==> src/rtl/agc_pkg.sv <==
package agc_pkg;

    // Lane geometry
    localparam int N_LANES = 4;
    localparam int IN_W    = 12;
    localparam int OUT_W   = 5;
    localparam int OUT_MAX = 2 ** (OUT_W - 1) - 1;    // 15
    localparam int OUT_MIN = -(2 ** (OUT_W - 1));     // -16

    // Gain word formats
    localparam int SCALE_W     = 17;                  // Unsigned
    localparam int SCALE_FRAC  = 10;
    localparam int SCALE_SHIFT = SCALE_FRAC + 7;      // Fraction plus range reduction
    localparam int OFFSET_W    = 16;                  // Signed, 1/16 output step
    localparam int OFFSET_FRAC = 4;

    // Servo limits and start point
    localparam int SCALE_MIN    = 300;
    localparam int SCALE_MAX    = 16384;
    localparam int START_SCALE  = 1500;
    localparam int START_OFFSET = 0;

    // Measurement widths
    localparam int RMS_SQ_W = 9;                      // Holds (-16)^2
    localparam int CNT_W    = 16;

    typedef logic signed [IN_W-1:0]  in_sample_t;
    typedef logic signed [OUT_W-1:0] out_sample_t;

    typedef struct packed {
        logic                      valid;
        in_sample_t [N_LANES-1:0]  lane;
    } in_lanes_t;

    typedef struct packed {
        logic                      valid;
        out_sample_t [N_LANES-1:0] lane;
    } out_lanes_t;

    typedef struct packed {
        logic [SCALE_W-1:0]         scale;
        logic signed [OFFSET_W-1:0] offset;
    } gain_t;

    typedef struct packed {
        logic                done;
        logic [RMS_SQ_W-1:0] rms_sq;
    } power_meas_t;

    typedef struct packed {
        logic             done;
        logic [CNT_W-1:0] pos_cnt;
        logic [CNT_W-1:0] neg_cnt;
    } balance_meas_t;

endpackage
==> src/rtl/agc_regs_pkg.sv <==
package agc_regs_pkg;

    localparam int APB_AW = 8;
    localparam int APB_DW = 32;

    // Register map
    localparam logic [APB_AW-1:0] REG_CTRL         = 8'h00;   // Bit 0 loop enable
    localparam logic [APB_AW-1:0] REG_SCALE_DELTA  = 8'h04;
    localparam logic [APB_AW-1:0] REG_OFFSET_DELTA = 8'h08;
    localparam logic [APB_AW-1:0] REG_SCALE        = 8'h0C;
    localparam logic [APB_AW-1:0] REG_OFFSET       = 8'h10;
    localparam logic [APB_AW-1:0] REG_RMS_SQ       = 8'h14;   // Read only
    localparam logic [APB_AW-1:0] REG_BALANCE      = 8'h18;   // Read only, {neg, pos}

    typedef struct packed {
        logic                         enable;
        logic [agc_pkg::SCALE_W-1:0]  scale_delta;
        logic [agc_pkg::OFFSET_W-1:0] offset_delta;
    } servo_cfg_t;

    typedef struct packed {
        logic           load;
        logic           sel_offset;   // 0 loads the scale, 1 the offset
        agc_pkg::gain_t gain;
    } gain_load_t;

    typedef struct packed {
        logic              psel;
        logic              penable;
        logic              pwrite;
        logic [APB_AW-1:0] paddr;
        logic [APB_DW-1:0] pwdata;
    } apb_req_t;

    typedef struct packed {
        logic [APB_DW-1:0] prdata;
        logic              pready;
        logic              pslverr;
    } apb_rsp_t;

    // Register reset values
    localparam servo_cfg_t CFG_RESET = '{enable: 1'b1, scale_delta: 17'd30, offset_delta: 16'd25};

endpackage

==> src/rtl/agc_top.sv <==
module agc_top #(
    parameter int WINDOW_LOG2   = 6,
    parameter int TARGET_RMS_SQ = 16,
    parameter int RMS_SQ_ERR    = 0,
    parameter int OFFSET_ERR    = 5
) (
    input  logic                   aclk,
    input  logic                   wb_rst_i,
    input  agc_pkg::in_lanes_t     samples_i,
    output agc_pkg::out_lanes_t    samples_o,
    input  agc_regs_pkg::apb_req_t apb_req_i,
    output agc_regs_pkg::apb_rsp_t apb_rsp_o
);
    import agc_pkg::*;
    import agc_regs_pkg::*;

    gain_t         gain;
    power_meas_t   power;
    balance_meas_t balance;
    servo_cfg_t    cfg;
    gain_load_t    gain_load;

    if (WINDOW_LOG2 < 1 || WINDOW_LOG2 > 13) begin : g_bad_window
        $error("WINDOW_LOG2 must lie in 1..13");
    end

    ////////////////////////////////////////////////////////////////////////////
    // Data path and measurements
    agc_gain_stage i_gain_stage (
        .aclk      (aclk),
        .wb_rst_i  (wb_rst_i),
        .samples_i (samples_i),
        .gain_i    (gain),
        .samples_o (samples_o)
    );

    agc_power_meter #(.WINDOW_LOG2(WINDOW_LOG2)) i_power_meter (
        .aclk      (aclk),
        .wb_rst_i  (wb_rst_i),
        .samples_i (samples_o),
        .power_o   (power)
    );

    agc_balance_counter #(.WINDOW_LOG2(WINDOW_LOG2)) i_balance_counter (
        .aclk      (aclk),
        .wb_rst_i  (wb_rst_i),
        .samples_i (samples_o),
        .balance_o (balance)
    );

    ////////////////////////////////////////////////////////////////////////////
    // Control loop and register access
    agc_servo #(
        .TARGET_RMS_SQ (TARGET_RMS_SQ),
        .RMS_SQ_ERR    (RMS_SQ_ERR),
        .OFFSET_ERR    (OFFSET_ERR)
    ) i_servo (
        .aclk      (aclk),
        .wb_rst_i  (wb_rst_i),
        .power_i   (power),
        .balance_i (balance),
        .cfg_i     (cfg),
        .load_i    (gain_load),
        .gain_o    (gain)
    );

    agc_apb_regs i_apb_regs (
        .aclk      (aclk),
        .wb_rst_i  (wb_rst_i),
        .apb_req_i (apb_req_i),
        .apb_rsp_o (apb_rsp_o),
        .gain_i    (gain),
        .power_i   (power),
        .balance_i (balance),
        .cfg_o     (cfg),
        .load_o    (gain_load)
    );

endmodule

==> src/rtl/agc_apb_regs.sv <==
module agc_apb_regs (
    input  logic                     aclk,
    input  logic                     wb_rst_i,
    input  agc_regs_pkg::apb_req_t   apb_req_i,
    output agc_regs_pkg::apb_rsp_t   apb_rsp_o,
    input  agc_pkg::gain_t           gain_i,
    input  agc_pkg::power_meas_t     power_i,
    input  agc_pkg::balance_meas_t   balance_i,
    output agc_regs_pkg::servo_cfg_t cfg_o,
    output agc_regs_pkg::gain_load_t load_o
);
    import agc_pkg::*;
    import agc_regs_pkg::*;

    logic                access;
    logic                wr_en;
    logic                addr_hit;
    logic                read_only;
    logic [APB_DW-1:0]   rd_data;
    logic [RMS_SQ_W-1:0] rms_sq_q;
    logic [CNT_W-1:0]    pos_q;
    logic [CNT_W-1:0]    neg_q;

    assign access = apb_req_i.psel && apb_req_i.penable;
    assign wr_en  = access && apb_req_i.pwrite && addr_hit && !read_only;

    ////////////////////////////////////////////////////////////////////////////
    // Address decode and read mux
    always_comb begin
        addr_hit  = 1'b1;
        read_only = 1'b0;
        rd_data   = '0;
        case (apb_req_i.paddr)
            REG_CTRL:         rd_data = APB_DW'(cfg_o.enable);
            REG_SCALE_DELTA:  rd_data = APB_DW'(cfg_o.scale_delta);
            REG_OFFSET_DELTA: rd_data = APB_DW'(cfg_o.offset_delta);
            REG_SCALE:        rd_data = APB_DW'(gain_i.scale);     // Live gain
            REG_OFFSET:       rd_data = APB_DW'(gain_i.offset);    // Sign-extended
            REG_RMS_SQ: begin
                rd_data   = APB_DW'(rms_sq_q);
                read_only = 1'b1;
            end
            REG_BALANCE: begin
                rd_data   = {neg_q, pos_q};
                read_only = 1'b1;
            end
            default:          addr_hit = 1'b0;
        endcase
    end

    // Zero wait states
    assign apb_rsp_o = '{prdata:  rd_data,
                         pready:  access,
                         pslverr: access && (!addr_hit || (apb_req_i.pwrite && read_only))};

    always_ff @(posedge aclk) begin
        if (wb_rst_i) begin
            cfg_o       <= CFG_RESET;
            load_o.load <= 1'b0;
            rms_sq_q    <= '0;
            pos_q       <= '0;
            neg_q       <= '0;
        end else begin
            load_o.load <= 1'b0;
            if (wr_en) begin
                case (apb_req_i.paddr)
                    REG_CTRL:              cfg_o.enable       <= apb_req_i.pwdata[0];
                    REG_SCALE_DELTA:       cfg_o.scale_delta  <= apb_req_i.pwdata[SCALE_W-1:0];
                    REG_OFFSET_DELTA:      cfg_o.offset_delta <= apb_req_i.pwdata[OFFSET_W-1:0];
                    REG_SCALE, REG_OFFSET: load_o.load        <= 1'b1;
                    default: ;
                endcase
            end
            if (power_i.done) rms_sq_q <= power_i.rms_sq;
            if (balance_i.done) begin
                pos_q <= balance_i.pos_cnt;
                neg_q <= balance_i.neg_cnt;
            end
        end
        // Load payload, qualified by load_o.load
        load_o.sel_offset  <= (apb_req_i.paddr == REG_OFFSET);
        load_o.gain.scale  <= apb_req_i.pwdata[SCALE_W-1:0];
        load_o.gain.offset <= apb_req_i.pwdata[OFFSET_W-1:0];
    end

    // Access phase only ever follows a setup phase
    a_apb_phase: assert property (@(posedge aclk) disable iff (wb_rst_i)
        apb_req_i.penable |-> apb_req_i.psel && $past(apb_req_i.psel && !apb_req_i.penable));

endmodule

==> src/rtl/agc_servo.sv <==
module agc_servo #(
    parameter int TARGET_RMS_SQ = 16,
    parameter int RMS_SQ_ERR    = 0,
    parameter int OFFSET_ERR    = 5
) (
    input  logic                     aclk,
    input  logic                     wb_rst_i,
    input  agc_pkg::power_meas_t     power_i,
    input  agc_pkg::balance_meas_t   balance_i,
    input  agc_regs_pkg::servo_cfg_t cfg_i,
    input  agc_regs_pkg::gain_load_t load_i,
    output agc_pkg::gain_t           gain_o
);
    import agc_pkg::*;

    logic                       step;
    int                         rms_sq;
    int                         pos_cnt;
    int                         neg_cnt;
    logic [SCALE_W-1:0]         scale_d;
    logic signed [OFFSET_W-1:0] offset_d;
    logic                       scale_ok;   // Within one step of the cutoffs

    assign step = power_i.done && cfg_i.enable;   // Balance ends on the same beat

    ////////////////////////////////////////////////////////////////////////////
    // Loop step
    always_comb begin
        rms_sq   = int'(power_i.rms_sq);
        pos_cnt  = int'(balance_i.pos_cnt);
        neg_cnt  = int'(balance_i.neg_cnt);
        scale_d  = gain_o.scale;
        offset_d = gain_o.offset;

        // Scale tracks the power target
        if (rms_sq > TARGET_RMS_SQ + RMS_SQ_ERR) begin
            if (gain_o.scale > SCALE_MIN) scale_d = gain_o.scale - cfg_i.scale_delta;
        end else if (rms_sq < TARGET_RMS_SQ - RMS_SQ_ERR) begin
            if (gain_o.scale < SCALE_MAX) scale_d = gain_o.scale + cfg_i.scale_delta;
        end

        // Offset pulls the sign balance back to even
        if (pos_cnt > neg_cnt + OFFSET_ERR) begin
            offset_d = gain_o.offset - cfg_i.offset_delta;
        end else if (neg_cnt > pos_cnt + OFFSET_ERR) begin
            offset_d = gain_o.offset + cfg_i.offset_delta;
        end
    end

    ////////////////////////////////////////////////////////////////////////////
    // Gain register
    always_ff @(posedge aclk) begin
        if (wb_rst_i) begin
            gain_o.scale  <= SCALE_W'(START_SCALE);
            gain_o.offset <= OFFSET_W'(START_OFFSET);
        end else if (load_i.load) begin                // Manual load beats the loop
            if (load_i.sel_offset) begin
                gain_o.offset <= load_i.gain.offset;
            end else begin
                gain_o.scale <= load_i.gain.scale;
            end
        end else if (step) begin
            gain_o <= '{scale: scale_d, offset: offset_d};
        end
    end

    assign scale_ok = (gain_o.scale + cfg_i.scale_delta >= SCALE_MIN) &&
                      (gain_o.scale <= SCALE_MAX + cfg_i.scale_delta);

    // Loop alone never leaves the cutoffs by more than one step
    a_scale_range: assert property (@(posedge aclk) disable iff (wb_rst_i)
        step && !load_i.load && scale_ok |=>
            (gain_o.scale + $past(cfg_i.scale_delta) >= SCALE_MIN) &&
            (gain_o.scale <= SCALE_MAX + $past(cfg_i.scale_delta)));

endmodule

==> src/rtl/agc_balance_counter.sv <==
module agc_balance_counter #(
    parameter int WINDOW_LOG2 = 6
) (
    input  logic                   aclk,
    input  logic                   wb_rst_i,
    input  agc_pkg::out_lanes_t    samples_i,
    output agc_pkg::balance_meas_t balance_o
);
    import agc_pkg::*;

    localparam int LANE_LOG2 = $clog2(N_LANES);

    logic [WINDOW_LOG2-1:0] beat_cnt_q;
    logic [CNT_W-1:0]       pos_q;
    logic [CNT_W-1:0]       neg_q;
    logic [LANE_LOG2:0]     pos_beat;
    logic [LANE_LOG2:0]     neg_beat;

    // Zero lanes count in neither
    always_comb begin
        pos_beat = '0;
        neg_beat = '0;
        for (int i = 0; i < N_LANES; i++) begin
            if (samples_i.lane[i] > 0) pos_beat++;
            if (samples_i.lane[i] < 0) neg_beat++;
        end
    end

    ////////////////////////////////////////////////////////////////////////////
    // Window counts
    always_ff @(posedge aclk) begin
        if (wb_rst_i) begin
            beat_cnt_q <= '0;
            pos_q      <= '0;
            neg_q      <= '0;
            balance_o  <= '0;
        end else begin
            balance_o.done <= 1'b0;
            if (samples_i.valid) begin
                beat_cnt_q <= beat_cnt_q + 1'b1;
                if (&beat_cnt_q) begin
                    pos_q     <= '0;
                    neg_q     <= '0;
                    balance_o <= '{done:    1'b1,
                                   pos_cnt: pos_q + pos_beat,
                                   neg_cnt: neg_q + neg_beat};
                end else begin
                    pos_q <= pos_q + pos_beat;
                    neg_q <= neg_q + neg_beat;
                end
            end
        end
    end

endmodule

==> src/rtl/agc_power_meter.sv <==
module agc_power_meter #(
    parameter int WINDOW_LOG2 = 6
) (
    input  logic                 aclk,
    input  logic                 wb_rst_i,
    input  agc_pkg::out_lanes_t  samples_i,
    output agc_pkg::power_meas_t power_o
);
    import agc_pkg::*;

    localparam int LANE_LOG2  = $clog2(N_LANES);
    localparam int SQ_W       = 2 * OUT_W - 1;
    localparam int BEAT_W     = SQ_W + LANE_LOG2;       // Sum of one beat
    localparam int ACC_W      = BEAT_W + WINDOW_LOG2;
    localparam int MEAN_SHIFT = WINDOW_LOG2 + LANE_LOG2; // Samples per window

    logic [WINDOW_LOG2-1:0] beat_cnt_q;
    logic [ACC_W-1:0]       acc_q;
    logic [BEAT_W-1:0]      beat_sq;
    logic [ACC_W-1:0]       acc_next;

    always_comb begin
        beat_sq = '0;
        for (int i = 0; i < N_LANES; i++) begin
            beat_sq += BEAT_W'(samples_i.lane[i] * samples_i.lane[i]);
        end
        acc_next = acc_q + ACC_W'(beat_sq);
    end

    ////////////////////////////////////////////////////////////////////////////
    // Window accumulation
    always_ff @(posedge aclk) begin
        if (wb_rst_i) begin
            beat_cnt_q <= '0;
            acc_q      <= '0;
            power_o    <= '0;
        end else begin
            power_o.done <= 1'b0;
            if (samples_i.valid) begin
                beat_cnt_q <= beat_cnt_q + 1'b1;
                if (&beat_cnt_q) begin
                    // Last beat closes the window
                    acc_q   <= '0;
                    power_o <= '{done: 1'b1, rms_sq: RMS_SQ_W'(acc_next >> MEAN_SHIFT)};
                end else begin
                    acc_q <= acc_next;
                end
            end
        end
    end

    // Windows hold at least two beats
    a_done_pulse: assert property (@(posedge aclk) disable iff (wb_rst_i)
        power_o.done |=> !power_o.done);

endmodule

==> src/rtl/agc_gain_stage.sv <==
module agc_gain_stage (
    input  logic                aclk,
    input  logic                wb_rst_i,
    input  agc_pkg::in_lanes_t  samples_i,
    input  agc_pkg::gain_t      gain_i,
    output agc_pkg::out_lanes_t samples_o
);
    import agc_pkg::*;

    localparam int PROD_W    = IN_W + SCALE_W + 1;        // Scale gets a sign bit
    localparam int SUM_W     = PROD_W + 2;
    localparam int OFF_ALIGN = SCALE_SHIFT - OFFSET_FRAC; // Offset LSB in product units

    logic                       valid_q;
    logic signed [PROD_W-1:0]   prod_q [N_LANES];
    logic signed [OFFSET_W-1:0] offset_q;
    logic signed [SUM_W-1:0]    shr_c  [N_LANES];
    logic signed [OUT_W-1:0]    sat_c  [N_LANES];

    ////////////////////////////////////////////////////////////////////////////
    // Stage 1, multiply
    always_ff @(posedge aclk) begin
        if (wb_rst_i) begin
            valid_q <= 1'b0;
        end else begin
            valid_q <= samples_i.valid;
        end
        if (samples_i.valid) begin
            for (int i = 0; i < N_LANES; i++) begin
                prod_q[i] <= samples_i.lane[i] * $signed({1'b0, gain_i.scale});
            end
            offset_q <= gain_i.offset;                    // Same gain as the product
        end
    end

    ////////////////////////////////////////////////////////////////////////////
    // Stage 2, offset, floor shift and saturate
    always_comb begin
        for (int i = 0; i < N_LANES; i++) begin
            shr_c[i] = (SUM_W'(prod_q[i]) + (SUM_W'(offset_q) <<< OFF_ALIGN)) >>> SCALE_SHIFT;
            if (shr_c[i] > OUT_MAX) begin
                sat_c[i] = OUT_W'(OUT_MAX);
            end else if (shr_c[i] < OUT_MIN) begin
                sat_c[i] = OUT_W'(OUT_MIN);
            end else begin
                sat_c[i] = shr_c[i][OUT_W-1:0];
            end
        end
    end

    always_ff @(posedge aclk) begin
        if (wb_rst_i) begin
            samples_o.valid <= 1'b0;
        end else begin
            samples_o.valid <= valid_q;
        end
        if (valid_q) begin
            for (int i = 0; i < N_LANES; i++) begin
                samples_o.lane[i] <= sat_c[i];
            end
        end
    end

    // Fixed two-cycle latency
    a_latency: assert property (@(posedge aclk) disable iff (wb_rst_i)
        samples_o.valid == $past(samples_i.valid, 2));

endmodule

==> config.mk <==
export PLATFORM = sky130hd
export DESIGN_NAME = agc_top
export DESIGN_NICKNAME = d
export VERILOG_FILES = /design/src/rtl/agc_pkg.sv /design/src/rtl/agc_regs_pkg.sv /design/src/rtl/agc_top.sv /design/src/rtl/agc_apb_regs.sv /design/src/rtl/agc_servo.sv /design/src/rtl/agc_balance_counter.sv /design/src/rtl/agc_power_meter.sv /design/src/rtl/agc_gain_stage.sv
export SDC_FILE = /design/constraint.sdc
export NUM_CORES = 2
export LEC_CHECK = 0
export BUFFER_PORTS_ARGS = -buffer_cell sky130_fd_sc_hd__buf_2
export CAP_MARGIN = 20
export CORE_ASPECT_RATIO = 1.4
export CORE_UTILIZATION = 50
export CTS_CLUSTER_DIAMETER = 150
export DETAILED_ROUTE_END_ITERATION = 10
export MAX_ROUTING_LAYER = met4
export PLACE_DENSITY = 0.76
export SLEW_MARGIN = 5
export SYNTH_ARGS = -nofsm -noshare
export SYNTH_HDL_FRONTEND = slang
export SYNTH_SLANG_ARGS = --single-unit
==> constraint.sdc <==
create_clock -name aclk -period 20.9 [get_ports aclk]
set_input_delay 1.045 -clock aclk [delete_from_list [all_inputs] [get_ports aclk]]
set_output_delay 1.045 -clock aclk [all_outputs]
set_load 0.02 [all_outputs]
After elaboration in Yosys (flattened, before gate mapping) --
Memories as Yosys holds them, arrays and structs flattened. Index checks and enable logic that the tools add are counted.
Storage, ports and cells: output and inout port bits 55, bits in read-only memories 0, word-level logic and storage cells 157, memories kept 1, bits in writable memories 120, register bits after elaboration 285, bits in latches 0, input bits 94
Operators by class: divide/modulo/power cells 0, multipliers 8, order comparisons 22, mux-type cells 33, equality and inequality tests 9, $add $sub $neg 24, reductions and logical operators 29, shift operators 0, bitwise logic cells 2
Memories:
- i_gain_stage.prod_q | words 4, width 30, read ports 4, clocked after memory_dff 0, write ports 4, RTL line agc_gain_stage.sv:15 | logic signed [PROD_W-1:0] prod_q [N_LANES];
Operators by type and width (number):
- one-hot mux 32 bit (7 select lines) | 1
- adder 30 x 29 -> 31 bit | 4
- multiplier 12 x 18 -> 30 bit | 4
- two-way mux 17 bit | 6
- two-way mux 33 bit | 3
- two-way mux 16 bit | 5
- greater-than comparator 17 x 32 -> 1 bit | 2
- greater-than comparator 14 x 5 -> 1 bit, second input constant | 4
- less-than comparator 14 x 5 -> 1 bit, second input constant | 4
- multiplier 5 x 5 -> 10 bit | 4
- adder 16 x 3 -> 17 bit, second input constant | 2
- adder 11 bit | 3
- adder 16 x 3 -> 16 bit | 2
- == test 8 x 5 -> 1 bit, second input constant | 3
- greater-than comparator 5 x 1 -> 1 bit, second input constant | 4
- less-than comparator 5 x 1 -> 1 bit, second input constant | 4
- two-way mux 5 bit | 4
- two-way mux 3 bit | 6
- adder 17 x 11 -> 17 bit | 1
- adder 17 bit | 1
- greater-than comparator 17 x 9 -> 1 bit, second input constant | 1
- less-than comparator 17 x 15 -> 1 bit, second input constant | 1
- subtractor 17 bit | 1
- adder 16 bit | 1
- other kinds (26) | 56

Depth between registers and ports, before layout --
depth after elaboration 10, mapped depth 30, depth with buffers taken out 29

By module --
A second synthesis with hierarchy kept.
Second synthesis, totals: cells, all modules 5638, area total of the unflattened synthesis 49772.7 um^2
By module, submodules not included:
- agc_gain_stage | cells each 3492, area each 31557.8 um^2, seq. area each 3163.0 um^2, instances 1
- agc_power_meter | cells each 605, area each 5361.4 um^2, seq. area each 660.6 um^2, instances 1
- agc_servo | cells each 640, area each 4907.2 um^2, seq. area each 660.6 um^2, instances 1
- agc_apb_regs | cells each 456, area each 4195.3 um^2, seq. area each 1881.8 um^2, instances 1
- agc_balance_counter | cells each 445, area each 3751.1 um^2, seq. area each 1421.4 um^2, instances 1

Least setup slack after synthesis --
Ideal clock, no wire load.
path type reg2reg, start reg i_gain_stage.samples_o[19] (netlist name), end reg i_power_meter.acc_q[15], buffers on the path 1, data required time 20826 ps, clock period less this slack 6821 ps, cell stages (with the launch flop) 27, data arrival time 6747 ps, slack 14079 ps, setup time 74 ps, path through edfxtp_1 clkbuf_1 inv_1 nor2_1 xnor2_1 ha_1 fa_1 fa_1 fa_1 a21o_1 a21oi_1 xnor2_1 fa_1 inv_1 fa_1 inv_1 ha_1 a21oi_1 o21bai_1 a21oi_1 xnor2_1 ha_1 a21oi_1 nor3_1 nand3_1 or3_1 a31oi_1
Between the ends: longest elaborated chain between the ends 4
Ends and longest elaborated chain:
- multiplier 5 x 5 -> 10 bit | RTL line agc_power_meter.sv:25 | beat_sq += BEAT_W'(samples_i.lane[i] * samples_i.lane[i]);
- adder 11 bit | RTL line agc_power_meter.sv:25
- adder 17 x 11 -> 17 bit | RTL line agc_power_meter.sv:27 | acc_next = acc_q + ACC_W'(beat_sq);
- two-way mux 17 bit | RTL line agc_power_meter.sv:41 | if (&beat_cnt_q) begin
- end signal: assignment | RTL line agc_power_meter.sv:46 | acc_q <= acc_next;
- end: declaration | RTL line agc_power_meter.sv:18 | logic [ACC_W-1:0] acc_q;
No other way between the ends. A chain may end at the register's enable or synchronous reset.

==> reports/results.tsv <==
metric	value	unit
status	complete, no violations	
Clock Latency Late Sink	0.57	ns
Synth Warn #	0	
Synth area leader	fa_1	
Psw	3100	µW
commonest cells after routing, fill and taps aside	nand2_1 (844), inv_1 (824), fa_1 (670), ha_1 (540), nor2_1 (284)	
Bufs on Longest Clock Path	3	
synthesized area per cell	8.79	µm²
most common cell after layout, fill and taps aside	nand2_1	
R2R setup slack	13.66	ns
final layout net count	6722	
internal power	3330	µW
Static Leak	0.0242	µW
clock root cell	clkbuf_16	
Detailed Routing Iterations Pass 1	5	
sequential share of power	0.129	
critical path type	reg2reg	
Hold Fails Final Rpt	0	
PortBufs	133	
FP Rows	134	
Worst Setup End Kind	flop	
Post-CTS Resized	0	
critical path launch point type	flop	
Vias/cell	5.63	
CTS H-tree lvls	2	
Synth Instances	5471	
Max Fanout on Critical Path	30	
dpl hpwl	92600	µm
DRC Markers	0	
R2R cell count	21	
max-cap viol count	0	
I/O Pins	149	
Post-DRT Antenna Nets	0	
final period utilization	0.347	
Switching Share	0.482	
flops & latches, synth	337	
worst min path class	reg2reg	
RSZ-0062 raised after global routing	no	
CP Data Arrival Time	7.52	ns
gpl congestion	0.935	
Die X	264	µm
core area	0.0952	mm²
final wirelength	123000	µm
Post-synth EDFFs	104	
total grt overflow	0	
peak supply drop	428	µV
Synth top area share	0.279	
relative slew slack	0.249	
Area contributors post-synth	fa_1 (28%), ha_1 (14%), dfxtp_1 (9.7%)	
layout cell share with drive strength beyond 1	0.0516	
first-pass GRT wire length	201000	µm
Setup crit end	i_gain_stage.prod_q[2][29]$_DFFE_PP_	
fin util	0.533	
die height	369	µm
ys flop type	dfxtp_1	
Setup Buffers After CTS	0	
First DRT Iteration DRCs	2370	
via total after detailed routing	37530	
routed length per instance	18.4	µm
max-slew violation total from the final report	0	
crit path from	i_servo.gain_o[20]$_SDFFE_PP1P_	
FMAX	138	MHz
Post-Syn Area	0.0481	mm²
largest net degree at the start of global routing	108	
worst slew pin tran	1.12	ns
Clock power frac	0.102	
Reg clk slew, reported paths	0.07	ns
TNS Setup	0	ns
sequential-to-total area share from yosys stat	0.162	
All-Layer GR Usage	0.264	
Sink Count	337	
Initial Utilization	0.505	
endpoints failing setup	0	
Gate power share	0.769	
TritonCTS Buffers	35	
r2r endpoint	i_gain_stage.prod_q[2][29]$_DFFE_PP_	
ys async rst share	0	
CP required	21.18	ns
Die ar.	0.0974	mm²
minimum clock period	7.24	ns
R2R Path Start	i_servo.gain_o[20]$_SDFFE_PP1P_	
vias in the first global route	39368	
pwr dens	127	mW/mm²
CTS hold repair buffers	0	
Post-Route Skew	0.0324	ns
Area growth syn-to-layout	5.64	%
CTS tree	done	
initial antenna violation count	1	
Netlist cell types	83	
-- registers in the layout, indices dropped and copies added, names as in the netlist --
name and flops:
i_apb_regs.cfg_o 34, i_apb_regs.load_o 19, i_apb_regs.neg_q 16, i_apb_regs.pos_q 16
i_apb_regs.rms_sq_q 9, i_balance_counter.balance_o 33, i_balance_counter.beat_cnt_q 6, i_balance_counter.neg_q 16
i_balance_counter.pos_q 16, i_gain_stage.offset_q 16, i_gain_stage.prod_q 68, i_gain_stage.samples_o 21
i_gain_stage.valid_q 1, i_power_meter.acc_q 17, i_power_meter.beat_cnt_q 6, i_power_meter.power_o 10
i_servo.gain_o 33
-- power by group through the flow --
stage / logic [µW] / registers [µW] / clock network, µW
2_1_floorplan: 3850 / 834 / 0
3_3_place_gp: 4780 / 844 / 0
3_5_place_dp: 4890 / 846 / 0
4_1_cts: 4960 / 831 / 663
5_1_grt: 5570 / 837 / 684
6_report: 4940 / 831 / 656
-- layer usage --
layer  share of wire  routed length [µm]  track usage  vias up
met5               0                   0            -        -
met4           0.045                5530        0.111        0
met3           0.053                6480       0.0188      328
met2            0.51               62000        0.462     1169
met1            0.40               48500        0.313    18631
li1                -                   -            -    17402
-- synthesized netlist by cell type, types with 17 or more instances --
cell      instances
and2_1          252
o21bai_1         25
nor2_1          284
ha_1            540
dfxtp_1         233
xnor2_1         174
clkbuf_1        249
fa_1            670
o21a_1           31
o211ai_1         23
or3_1            17
mux2i_1          61
edfxtp_1        104
a211oi_1         40
nand3_1          75
a22oi_1          40
nand2_1         844
and3_1           50
nor3_1           82
nand4_1          25
o21ai_0         104
a21o_1           62
nand2b_1         78
nor2b_1          43
xor2_1          109
a21oi_1         199
inv_1           824
-- worst max-delay path, cell delays in order (launching register included) --
cell       delay [ns]
dfxtp_2          0.93
buf_4            0.46
nand2_1          0.13
fa_1             0.50
fa_1             0.52
inv_1            0.06
fa_1             0.55
inv_1            0.06
fa_1             0.54
inv_1            0.06
fa_1             0.48
ha_1             0.30
nand2_1          0.05
nand2_1          0.06
a31oi_1          0.06
o31ai_1          0.62
o2111ai_1        0.31
a211oi_1         0.44
o211ai_1         0.22
o21ai_0          0.31
o41ai_1          0.15
xnor2_1          0.14
-- layout make-up --
class | count | area [µm²]
well taps | 1224 | 1530
multi-input cells | 4054 | 36200
inverters | 825 | 3100
clock buffers | 45 | 996
clock inverters | 18 | 194
repair buffers | 165 | 915
diodes | 3 | 7.51
flip-flops and latches | 337 | 7810
fillers | 8585 | 44400
-- through the flow --
step	setup slack, ns	total power (µW)	cells	hold slack [ns]	area [µm²]
after floorplan	14.08	4690	5476	0.444	48100
after global placement	13.65	5630	6604	0.453	49600
after detailed placement	13.59	5740	6604	0.460	49600
after CTS	13.57	6460	6667	0.470	50800
after global routing	13.17	7090	6669	0.496	50800
final	13.66	6430	6671	0.469	50800
-- kinds of logic (layout without fill, tap and decap cells) --
group           Yosys count  after routing  synth area share
buf+inv                1085           1053            0.0848
flops                   337            337             0.162
mux                      66             66            0.0139
other cells               1              9         0.0000780
xor+xnor                283            283            0.0515
simple gates           1819           1819             0.176
fa+ha+maj              1213           1213             0.420
compound gates          667            667            0.0920
-- how the worst min path moves through the flow --
| stage | start | endpoint | slack, ns | cells past startpoint |
|---|---|---|---|---|
| after floorplan | i_power_meter.power_o[3]$_SDFFE_PP0P_ | i_power_meter.power_o[3]$_SDFFE_PP0P_ | 0.44 | 2 |
| after global placement | i_balance_counter.pos_q[0]$_SDFFE_PP0P_ | i_balance_counter.pos_q[0]$_SDFFE_PP0P_ | 0.45 | 2 |
| after detailed placement | i_balance_counter.pos_q[2]$_SDFFE_PP0P_ | i_balance_counter.pos_q[2]$_SDFFE_PP0P_ | 0.46 | 2 |
| after CTS | i_balance_counter.pos_q[2]$_SDFFE_PP0P_ | i_balance_counter.pos_q[2]$_SDFFE_PP0P_ | 0.47 | 2 |
| after global routing | i_power_meter.acc_q[6]$_SDFFE_PP0P_ | i_power_meter.acc_q[6]$_SDFFE_PP0P_ | 0.50 | 2 |
| final | i_balance_counter.pos_q[2]$_SDFFE_PP0P_ | i_balance_counter.pos_q[2]$_SDFFE_PP0P_ | 0.47 | 2 |
Note: power is estimated with default switching activity, not from simulation.
